[config.mk]
export PLATFORM = sky130hd
export DESIGN_NAME = branch_predictor
export DESIGN_NICKNAME = d
export VERILOG_FILES = /design/src/rtl/rv_isa_pkg.sv /design/src/rtl/bp_pkg.sv /design/src/rtl/branch_predictor.sv /design/src/rtl/branch_route.sv /design/src/rtl/predict_select.sv /design/src/rtl/predictor_bank.sv
export VERILOG_INCLUDE_DIRS = /design/src /design/src/rtl
export SDC_FILE = /design/constraint.sdc
export NUM_CORES = 2
export LEC_CHECK = 0
export ABC_AREA = 0
export BUFFER_PORTS_ARGS = -buffer_cell sky130_fd_sc_hd__buf_2
export CORE_MARGIN = 2
export CORE_UTILIZATION = 50
export DETAILED_ROUTE_END_ITERATION = 7
export GPL_TIMING_DRIVEN = 0
export PLACE_DENSITY_LB_ADDON = 0.12
export SYNTH_ARGS = -nofsm -noshare
export SYNTH_HDL_FRONTEND = slang
export SYNTH_SLANG_ARGS = --single-unit
[constraint.sdc]
create_clock -name clk -period 6 [get_ports clk]
set_clock_uncertainty 0.05 [all_clocks]
set_input_delay 0.6 -clock clk [delete_from_list [all_inputs] [get_ports clk]]
set_output_delay 0.6 -clock clk [all_outputs]
set_load 0.005 [all_outputs]
[src/rtl/bp_macros.svh]
`ifndef BP_MACROS_SVH
`define BP_MACROS_SVH

// branch target buffer geometry
// four banks of sixteen entries give the 64-entry table

`define BP_BANKS      4

`define BP_ENTRIES    16     // per bank

`define BP_TAG_W      8      // pc bits above index and bank

// counter state a freshly allocated entry steps from
`define BP_CNT_RESET  2'b00

`endif

[src/rtl/rv_isa_pkg.sv]
`default_nettype none

package rv_isa_pkg;

  localparam int INSN_W     = 32;
  localparam int INSN_BYTES = INSN_W / 8;  // sequential pc step

  // RV32I major opcodes, bits [6:0] of the instruction
  typedef enum logic [6:0] {
    OP_LOAD   = 7'b0000011,
    OP_FENCE  = 7'b0001111,
    OP_IMM    = 7'b0010011,
    OP_AUIPC  = 7'b0010111,
    OP_STORE  = 7'b0100011,
    OP_OP     = 7'b0110011,
    OP_LUI    = 7'b0110111,
    OP_BRANCH = 7'b1100011,  // beq/bne/blt/bge/bltu/bgeu
    OP_JALR   = 7'b1100111,
    OP_JAL    = 7'b1101111,
    OP_SYSTEM = 7'b1110011
  } opcode_e;

endpackage

`default_nettype wire

[src/rtl/bp_pkg.sv]
`default_nettype none

`include "bp_macros.svh"

package bp_pkg;

  import rv_isa_pkg::*;

  localparam int PC_W     = 32;
  localparam int NBANKS   = `BP_BANKS;
  localparam int NENTRIES = `BP_ENTRIES;
  localparam int TAG_W    = `BP_TAG_W;
  localparam int BANK_W   = $clog2(NBANKS);
  localparam int IDX_W    = $clog2(NENTRIES);
  localparam int HI_W     = PC_W - TAG_W - IDX_W - BANK_W - 2;

  localparam logic [1:0] CNT_RESET = `BP_CNT_RESET;

  // one pc word, read as a number or as table coordinates
  typedef union packed {
    logic [PC_W-1:0] raw;          // arithmetic view
    struct packed {
      logic [HI_W-1:0]   hi;       // not stored
      logic [TAG_W-1:0]  tag;
      logic [IDX_W-1:0]  idx;
      logic [BANK_W-1:0] bank;
      logic [1:0]        off;      // byte offset
    } f;
  } pc_u;

  // decode stage request
  typedef struct packed {
    pc_u     pc;
    opcode_e op;
  } lookup_t;

  // execute stage report, valid is a one-cycle strobe
  typedef struct packed {
    logic            valid;
    logic            taken;
    logic            pred_taken;  // prediction carried down the pipe
    pc_u             pc;
    logic [PC_W-1:0] target;
  } resolve_t;

  typedef struct packed {
    logic             lookup_sel;
    logic [IDX_W-1:0] lookup_idx;
    logic [TAG_W-1:0] lookup_tag;
    logic             update_en;
    logic [IDX_W-1:0] update_idx;
    logic [TAG_W-1:0] update_tag;
    logic             taken;
    logic [PC_W-1:0]  target;
  } bank_req_t;

  typedef struct packed {
    logic            hit_taken;
    logic [PC_W-1:0] target;
  } bank_pred_t;

  typedef struct packed {
    logic            taken;
    logic [PC_W-1:0] next_pc;
  } prediction_t;

  typedef struct packed {
    logic            flush;  // applies to decode and execute
    logic [PC_W-1:0] pc;
  } redirect_t;

endpackage

`default_nettype wire

[src/rtl/branch_predictor.sv]
`timescale 1ns/1ps
`default_nettype none

module branch_predictor
  import bp_pkg::*;
(
  input  logic        clk,
  input  logic        arst_n,
  input  lookup_t     lookup,
  input  resolve_t    resolve,
  output prediction_t prediction,
  output redirect_t   redirect
);

  bank_req_t  [NBANKS-1:0] bank_req;
  bank_pred_t [NBANKS-1:0] bank_pred;

  branch_route u_route (
    .lookup   (lookup),
    .resolve  (resolve),
    .bank_req (bank_req)
  );

  // one bank per pc bank field value
  for (genvar g = 0; g < NBANKS; g++) begin : g_bank
    predictor_bank u_bank (
      .clk    (clk),
      .arst_n (arst_n),
      .req    (bank_req[g]),
      .pred   (bank_pred[g])
    );
  end

  predict_select u_select (
    .lookup_pc  (lookup.pc),
    .bank_pred  (bank_pred),
    .resolve    (resolve),
    .prediction (prediction),
    .redirect   (redirect)
  );

endmodule

`default_nettype wire

[src/rtl/branch_route.sv]
`timescale 1ns/1ps
`default_nettype none

module branch_route
  import rv_isa_pkg::*;
  import bp_pkg::*;
(
  input  lookup_t                 lookup,
  input  resolve_t                resolve,
  output bank_req_t [NBANKS-1:0]  bank_req
);

  logic              is_branch;
  logic [NBANKS-1:0] lookup_oh;
  logic [NBANKS-1:0] update_oh;

  // only conditional branches consult the table
  assign is_branch = (lookup.op == OP_BRANCH);

  // one-hot bank decode for both ports
  always_comb begin
    lookup_oh = '0;
    update_oh = '0;
    if (is_branch) begin
      lookup_oh[lookup.pc.f.bank] = 1'b1;
    end
    if (resolve.valid) begin
      update_oh[resolve.pc.f.bank] = 1'b1;
    end
  end

  // index, tag and outcome fan out to every bank, selects stay one-hot
  always_comb begin
    for (int b = 0; b < NBANKS; b++) begin
      bank_req[b].lookup_sel = lookup_oh[b];
      bank_req[b].lookup_idx = lookup.pc.f.idx;
      bank_req[b].lookup_tag = lookup.pc.f.tag;
      bank_req[b].update_en  = update_oh[b];
      bank_req[b].update_idx = resolve.pc.f.idx;
      bank_req[b].update_tag = resolve.pc.f.tag;
      bank_req[b].taken      = resolve.taken;
      bank_req[b].target     = resolve.target;
    end
  end

endmodule

`default_nettype wire

[src/rtl/predict_select.sv]
`timescale 1ns/1ps
`default_nettype none

module predict_select
  import rv_isa_pkg::*;
  import bp_pkg::*;
(
  input  pc_u                     lookup_pc,
  input  bank_pred_t [NBANKS-1:0] bank_pred,
  input  resolve_t                resolve,
  output prediction_t             prediction,
  output redirect_t               redirect
);

  bank_pred_t      sel;
  logic [PC_W-1:0] lookup_seq_pc;
  logic [PC_W-1:0] resolve_seq_pc;
  logic            mispredict;

  // only the addressed bank can have its select raised
  assign sel = bank_pred[lookup_pc.f.bank];

  assign lookup_seq_pc  = lookup_pc.raw + PC_W'(INSN_BYTES);
  assign resolve_seq_pc = resolve.pc.raw + PC_W'(INSN_BYTES);

  // either direction of a wrong guess
  assign mispredict = resolve.taken ^ resolve.pred_taken;

  always_comb begin
    prediction.taken   = sel.hit_taken;
    prediction.next_pc = sel.hit_taken ? sel.target : lookup_seq_pc;
  end

  always_comb begin
    redirect.flush = resolve.valid && mispredict;
    redirect.pc    = resolve.taken ? resolve.target : resolve_seq_pc;  // meaningful under flush
  end

endmodule

`default_nettype wire

[src/rtl/predictor_bank.sv]
`timescale 1ns/1ps
`default_nettype none

module predictor_bank
  import bp_pkg::*;
(
  input  logic       clk,
  input  logic       arst_n,
  input  bank_req_t  req,
  output bank_pred_t pred
);

  logic [NENTRIES-1:0] valid_q;
  logic [TAG_W-1:0]    tag_q    [NENTRIES];
  logic [1:0]          cnt_q    [NENTRIES];
  logic [PC_W-1:0]     target_q [NENTRIES];

  logic       up_hit;
  logic [1:0] up_cnt;
  logic       lu_hit;

  // 2-bit direction counter, upper bit is the prediction
  function automatic logic [1:0] step_cnt(input logic [1:0] cnt, input logic taken);
    logic [1:0] nxt;
    case (cnt)
      2'b00:   nxt = taken ? 2'b01 : 2'b00;
      2'b01:   nxt = taken ? 2'b11 : 2'b00;
      2'b10:   nxt = taken ? 2'b11 : 2'b00;
      default: nxt = taken ? 2'b11 : 2'b10;  // 11 only drops one step
    endcase
    return nxt;
  endfunction

  assign up_hit = valid_q[req.update_idx] && (tag_q[req.update_idx] == req.update_tag);

  // a miss allocates one step away from the reset state
  assign up_cnt = up_hit ? step_cnt(cnt_q[req.update_idx], req.taken)
                         : step_cnt(CNT_RESET, req.taken);

  always_ff @(posedge clk or negedge arst_n) begin
    if (!arst_n) begin
      valid_q <= '0;
    end else if (req.update_en) begin
      valid_q[req.update_idx] <= 1'b1;
    end
  end

  always_ff @(posedge clk) begin
    if (req.update_en) begin
      tag_q[req.update_idx] <= req.update_tag;  // same tag on a hit
      cnt_q[req.update_idx] <= up_cnt;
      if (!up_hit || req.taken) begin
        target_q[req.update_idx] <= req.target;
      end
    end
  end

  // read side sees the registered table, so same-cycle updates are not visible
  assign lu_hit = req.lookup_sel && valid_q[req.lookup_idx]
               && (tag_q[req.lookup_idx] == req.lookup_tag);

  always_comb begin
    pred.hit_taken = lu_hit && cnt_q[req.lookup_idx][1];
    pred.target    = target_q[req.lookup_idx];
  end

endmodule

`default_nettype wire

=== Word-level counts from Yosys, hierarchy flattened ===
Memories as Yosys holds them, arrays and structs flattened.
Cells that the tools add are included.

* Equal/unequal tests: 17
* Add/sub/neg operators: 2
* Multiplexer cells: 59
* Reductions and logical operators: 36
* Bitwise logic cells: 5
* Order comparisons: 7

{| class="wikitable"
|+ Operator list
! kind !! number
|-
| $bmux W33 S2 || 1
|-
| $add A32 B3 Y32 const B || 2
|-
| $eq A8 B8 Y1 || 8
|-
| $mux W32 || 2
|-
| $or A16 B16 Y16 || 4
|-
| $mux W1 || 33
|-
| $mux W33 || 1
|-
| $bmux W1 S4 || 8
|-
| $logic_and A1 B1 Y1 || 20
|-
| $pmux W2 S2 || 4
|-
| $lt A4 B5 Y1 const B || 2
|-
| $mux W2 || 5
|-
| $eq A2 B1 Y1 const B || 4
|-
| $eq A2 B2 Y1 const B || 4
|-
| $logic_not A2 Y1 || 4
|-
| $mux W4 || 2
|-
| $reduce_or A2 Y1 || 4
|-
| $eq A7 B7 Y1 const B || 1
|-
| $lt A2 B3 Y1 const B || 2
|-
| $demux W1 S2 || 2
|-
| $demux W1 S4 || 1
|-
| $ge A2 B1 Y1 const B || 2
|-
| $ge A4 B1 Y1 const B || 1
|-
| $logic_not A1 Y1 || 4
|-
| 2 further kinds || 5
|}

* Word-level logic and storage cells: 142
* Memory bits (writable): 2,688
* Memories: 12
* Flip-flop bits (word level): 64

{| class="wikitable"
|+ Memory list
! name !! depth !! width !! read ports !! clocked after Yosys merged registers in !! write ports !! RTL line !! RTL
|-
| g_bank[0].u_bank.target_q || 16 || 32 || 1 || 0 || 1 || predictor_bank.sv:16 || <nowiki>logic [PC_W-1:0] target_q [NENTRIES];</nowiki>
|-
| g_bank[1].u_bank.target_q || 16 || 32 || 1 || 0 || 1 || predictor_bank.sv:16 ||
|-
| g_bank[2].u_bank.target_q || 16 || 32 || 1 || 0 || 1 || predictor_bank.sv:16 ||
|-
| g_bank[3].u_bank.target_q || 16 || 32 || 1 || 0 || 1 || predictor_bank.sv:16 ||
|-
| g_bank[0].u_bank.tag_q || 16 || 8 || 2 || 0 || 1 || predictor_bank.sv:14 || <nowiki>logic [TAG_W-1:0] tag_q [NENTRIES];</nowiki>
|-
| g_bank[1].u_bank.tag_q || 16 || 8 || 2 || 0 || 1 || predictor_bank.sv:14 ||
|-
| +6 memories || n/a || n/a || n/a || n/a || n/a || n/a ||
|}

=== Longest topological paths before layout ===
* Depth in word-level cells: 11
* Gate-level depth with buffers: 17
* Mapped depth without buffers: 9

=== Cells and area by module ===
Synthesis repeated with hierarchy kept, for this count alone.

* Cells, all modules: 5,355
* Area total of the unflattened synthesis: 114,604.9 um^2

{| class="wikitable"
|+ Modules (own cells, without submodules)
! module !! cells each !! seq. area each (um^2) !! instances !! area each (um^2)
|-
| predictor_bank at g_bank[1].u_bank ... || 1,178 || 20,579.7 || 3 || 27,485.1
|-
| predictor_bank at g_bank[0].u_bank || 1,196 || 20,579.7 || 1 || 27,561.4
|-
| predict_select || 384 || 0.0 || 1 || 2,792.7
|-
| branch_route || 241 || 0.0 || 1 || 1,795.5
|}

=== Worst setup path after synthesis ===
No wires, ideal clock.

* Kind: input port to flip-flop
* Start point: in resolve[36] (netlist name)
* End point: mem g_bank[1].u_bank.target_q[14][0] (enable)
* Stages: 11
* Required time: 5,489 ps
* Setup slack: 189 ps
* Path buffers: 4
* Library setup time: 461 ps
* Arrival: 5,300 ps
* Cells stage by stage: buf_4 > clkbuf_1 > mux4_2 > mux4_2 > xor2_1 > nor4_1 > and3_1 > nor2b_1 > clkbuf_1 > buf_2 > nor3_1

* Word-level cells in the longest chain between the ends: 8
* Elaborated cells on any way between the ends: 10
* Classes of those cells: 1 x eq/ne; 5 x mux; 3 x reduce/logical; 1 x memory

{| class="wikitable"
|+ RTL lines
! item !! RTL line !! RTL
|-
| from (decl) || branch_predictor.sv:10 || <nowiki>input resolve_t resolve,</nowiki>
|-
| $mem_v2 Z16 W8 or $bmux W1 S4 (tied branches) || n/a ||
|-
| $eq A8 B8 Y1 or $mux W1 (tied branches) || predictor_bank.sv:34 || <nowiki>assign up_hit = valid_q[req.update_idx] && (tag_q[req.update_idx] == req.update_tag);</nowiki>
|-
| $logic_and A1 B1 Y1 || predictor_bank.sv:34 ||
|-
| $logic_not A1 Y1 || predictor_bank.sv:52 || <nowiki>if (!up_hit || req.taken) begin</nowiki>
|-
| $logic_or A1 B1 Y1 || predictor_bank.sv:52 ||
|-
| $mux W1 || predictor_bank.sv:52 ||
|-
| $mux W1 || predictor_bank.sv:49 || <nowiki>if (req.update_en) begin</nowiki>
|-
| $mux W1 (implied by the code) || predictor_bank.sv:53 || <nowiki>target_q[req.update_idx] <= req.target;</nowiki>
|-
| to (decl) || predictor_bank.sv:16 ||
|}

Parallel ways exist; a longest one is shown, timed or not. The select of a mux whose other input is x is not followed.

==> out/qor.csv <==
metric;value;unit
dr.pass1.iters;7;
cp_max_fo;10;
synth.most_common_cell;edfxtp_1;
dp_slack;-2360;ps
fin_crit_sh;1.03;
syn_avg_cell_area;22.0;um^2
p_leak;42.2;nW
synthSimpleGateAreaFrac;0.0260;
vias_per_cell;6.67;
synth_xor_area_frac;0.00967;
final_core_util;0.583;
wirelength;362000;um
yosys.area.top_type;edfxtp_1;
synthFlopType;edfxtp_1;
finalHoldViolations;0;
grt_use_total;0.316;
regArea;82300;um^2
synth_top_family_by_area;multiplexers;
port-buffer-count;160;
fillCellCount;16300;
synth_seq_cells;2752;
syn_nets;5263;
die_area;230000;um^2
grt_pass1_wl;493000;um
vdd_drop_max;0.292;mV
fin_ws;-165;ps
start_util;0.503;
synth-seq-area-share;0.728;
critPathBufInv;9;
outcome;complete, but fails checks;
cts_tree;built;
fin_crit;6170;ps
synthMuxAreaShare;0.204;
r2r_slack;1170;ps
postSynthCellCount;5143;
relSlewSlack;-0.0395;
ys_types;74;
cpPeakStageDelay;720;ps
grt_max_degree;72;
violations;capacitance limit, slew limit, setup timing;
p_per_area;321;nW/um^2
clockBufferDepth;4;
r2r_cells;13;
antenna_found_initial;28;
slew_viol_final;8;
yosysWarnings;0;
fin_nets;5933;
critical_path_class;primary input to output port;
avgRoutedWirePerCell;40.1;um
startpoint_type;primary input;
numClockSinks;2752;
route.detailed.drc;0;
clk_latency;930;ps
path_delay_family;buffers and inverters;
cp_data_required_time;5350;ps
area_growth;16.0;%
netlist_area;113000;um^2
htree_levels;5;
async_flop_share;0.0233;
grt_pass1_vias;59100;
core_area;225000;um^2
hold_class;primary input to asynchronous set/reset pin;
io_pins;174;
synth_top_area_share;0.714;
place.gp.congestion;0.948;
drv_cap;1;
drive_above_1_share;0.362;
fmax;162;MHz
die_w;480;um
via_count;60300;
cp.arrival;5520;ps
end_kind;output port;
drtIter0Drc;9184;
multi_input_area;29900;um^2
overflow;0;
yosys-top-cells-count;2,688 x edfxtp_1, 967 x mux4_2, 174 x nand2_1, 121 x buf_2, 103 x clkbuf_1;
synth_area_leaders;edfxtp_1 71%, mux4_2 19%, dfrtp_1 1.4%, mux2i_1 0.87%, nand2_1 0.58%;
die_y;480;um
finalSetupViolCount;2;
clk_pin_slew;60;ps
tns;-174;ps
cpMaxStageDelayCell;a221oi_4;
crit_chain;buf_2 > buf_2 > buf_4 > buf_4 > buf_4 > clkbuf_4 > a31oi_1 > xnor2_1 > and4_1 > o21ai_4 > clkbuf_4 > clkbuf_8 > a211oi_4 > a221oi_4 > buf_2;
synth_edf_count;2688;
timing.rr.end;g_bank[0].u_bank.target_q[14][26];
reg2reg_from;g_bank[0].u_bank.tag_q[2][2];
synthAdderAreaFrac;0.00133;
hpwl;248000;um
cts_buffers;304;
clock-root-buffer;clkbuf_16;
rows;174;
synth_compound_area_frac;0.0149;
antenna_left;0;
worst_pin_slew;1560;ps
power.total;42.1;mW
[cells by family (layout without fill, tap and decap cells)]
family,after synthesis,in the layout
flops,2752,2752
mux,1088,1088
simple gates,584,584
buf+inv,369,1254
compound gates,214,214
xor+xnor,124,124
fa+ha+maj,12,12
other cells,0,18
[metrics by stage]
| stage | std cells | area, um^2 | hold slack [ps] |
|---|---|---|---|
| 3_3_place_gp | 8295 | 118000 | 418 |
| 5_1_grt | 9030 | 131000 | 82.0 |
| 4_1_cts | 9019 | 131000 | 26.0 |
| 6_report | 9038 | 131000 | 87.0 |
| 2_1_floorplan | 5143 | 113000 | 254 |
| 3_5_place_dp | 8493 | 121000 | 354 |
[repair_timing]
item,4_1_cts,5_1_grt
gates resized for setup,206,29
pin swaps,8,6
endpoints found under the hold margin,64,0
hold buffers,1,0
setup buffers,5,1
endpoints found under the setup margin,47,27
[registers in the layout (all words and copies together) (netlist names)]
signal,cells
g_bank.u_bank.valid_q,64
g_bank.u_bank.tag_q,512
g_bank.u_bank.target_q,2048
g_bank.u_bank.cnt_q,128
[cell usage in the layout (no fill, tap or decap), types with 15 or more instances in the layout]
| cell type | synthesis | final |
|---|---|---|
| a211oi_1 | 36 | 23 |
| a21oi_1 | 16 | 16 |
| a221oi_2 | 28 | 25 |
| and2_1 | 51 | 51 |
| and3_1 | 19 | 19 |
| buf_1 | 46 | 19 |
| buf_12 | 0 | 32 |
| buf_16 | 0 | 17 |
| buf_2 | 121 | 224 |
| buf_4 | 24 | 91 |
| buf_6 | 17 | 142 |
| buf_8 | 3 | 28 |
| bufinv_16 | 0 | 19 |
| clkbuf_1 | 103 | 112 |
| clkbuf_16 | 0 | 313 |
| clkbuf_2 | 1 | 37 |
| clkinv_1 | 0 | 74 |
| clkinv_2 | 0 | 45 |
| dfrtp_1 | 64 | 64 |
| diode_2 | 0 | 18 |
| edfxtp_1 | 2688 | 2688 |
| inv_1 | 51 | 51 |
| mux2_2 | 17 | 17 |
| mux2i_1 | 98 | 79 |
| mux4_2 | 967 | 967 |
| nand2_1 | 174 | 174 |
| nand2b_1 | 44 | 44 |
| nand3_1 | 40 | 37 |
| nand4_1 | 15 | 15 |
| nor2_1 | 100 | 38 |
| nor2_2 | 0 | 28 |
| nor2_4 | 0 | 34 |
| nor2b_1 | 21 | 21 |
| nor3_2 | 1 | 32 |
| o211ai_1 | 18 | 18 |
| o21ai_0 | 54 | 49 |
| or2_2 | 34 | 34 |
| xnor2_1 | 52 | 52 |
| xor2_1 | 71 | 71 |
[power breakdown]
group	leakage (nW)	internal (mW)	switching (mW)	total [mW]
Clock	4.53	10.3	7.45	17.8
Sequential	25.1	21.3	0.102	21.4
Combinational	12.5	1.11	1.82	2.93
[routing by layer]
layer | part of all wire | GRT usage
met3 | 0.088 | 0.0546
met2 | 0.48 | 0.499
met4 | 0.064 | 0.170
met5 | 0.00015 | 0
met1 | 0.37 | 0.426
[area by class of cell]
type	instances	area share
Antenna cell	18	0.000343
Timing Repair Buffer	366	0.0286
Buffer	313	0.0148
Multi-Input combinational cell	2022	0.228
Inverter	54	0.00156
Sequential cell	2752	0.628
Tap cell	2992	0.0285
Clock buffer	367	0.0615
Clock inverter	154	0.00917
[worst max path at each step]
stage / from / to / slack (ps) / cells after the start
2_1_floorplan: resolve[36] / g_bank[1].u_bank.target_q[14][0] / 190 / 11
3_3_place_gp: resolve[39] / g_bank[0].u_bank.target_q[14][26] / -5690 / 7
3_5_place_dp: lookup[14] / prediction[29] / -2360 / 15
4_1_cts: lookup[11] / prediction[29] / -30 / 13
5_1_grt: lookup[12] / prediction[29] / -20 / 14
6_report: lookup[14] / prediction[29] / -170 / 15
(Power assumes the default switching activity.)
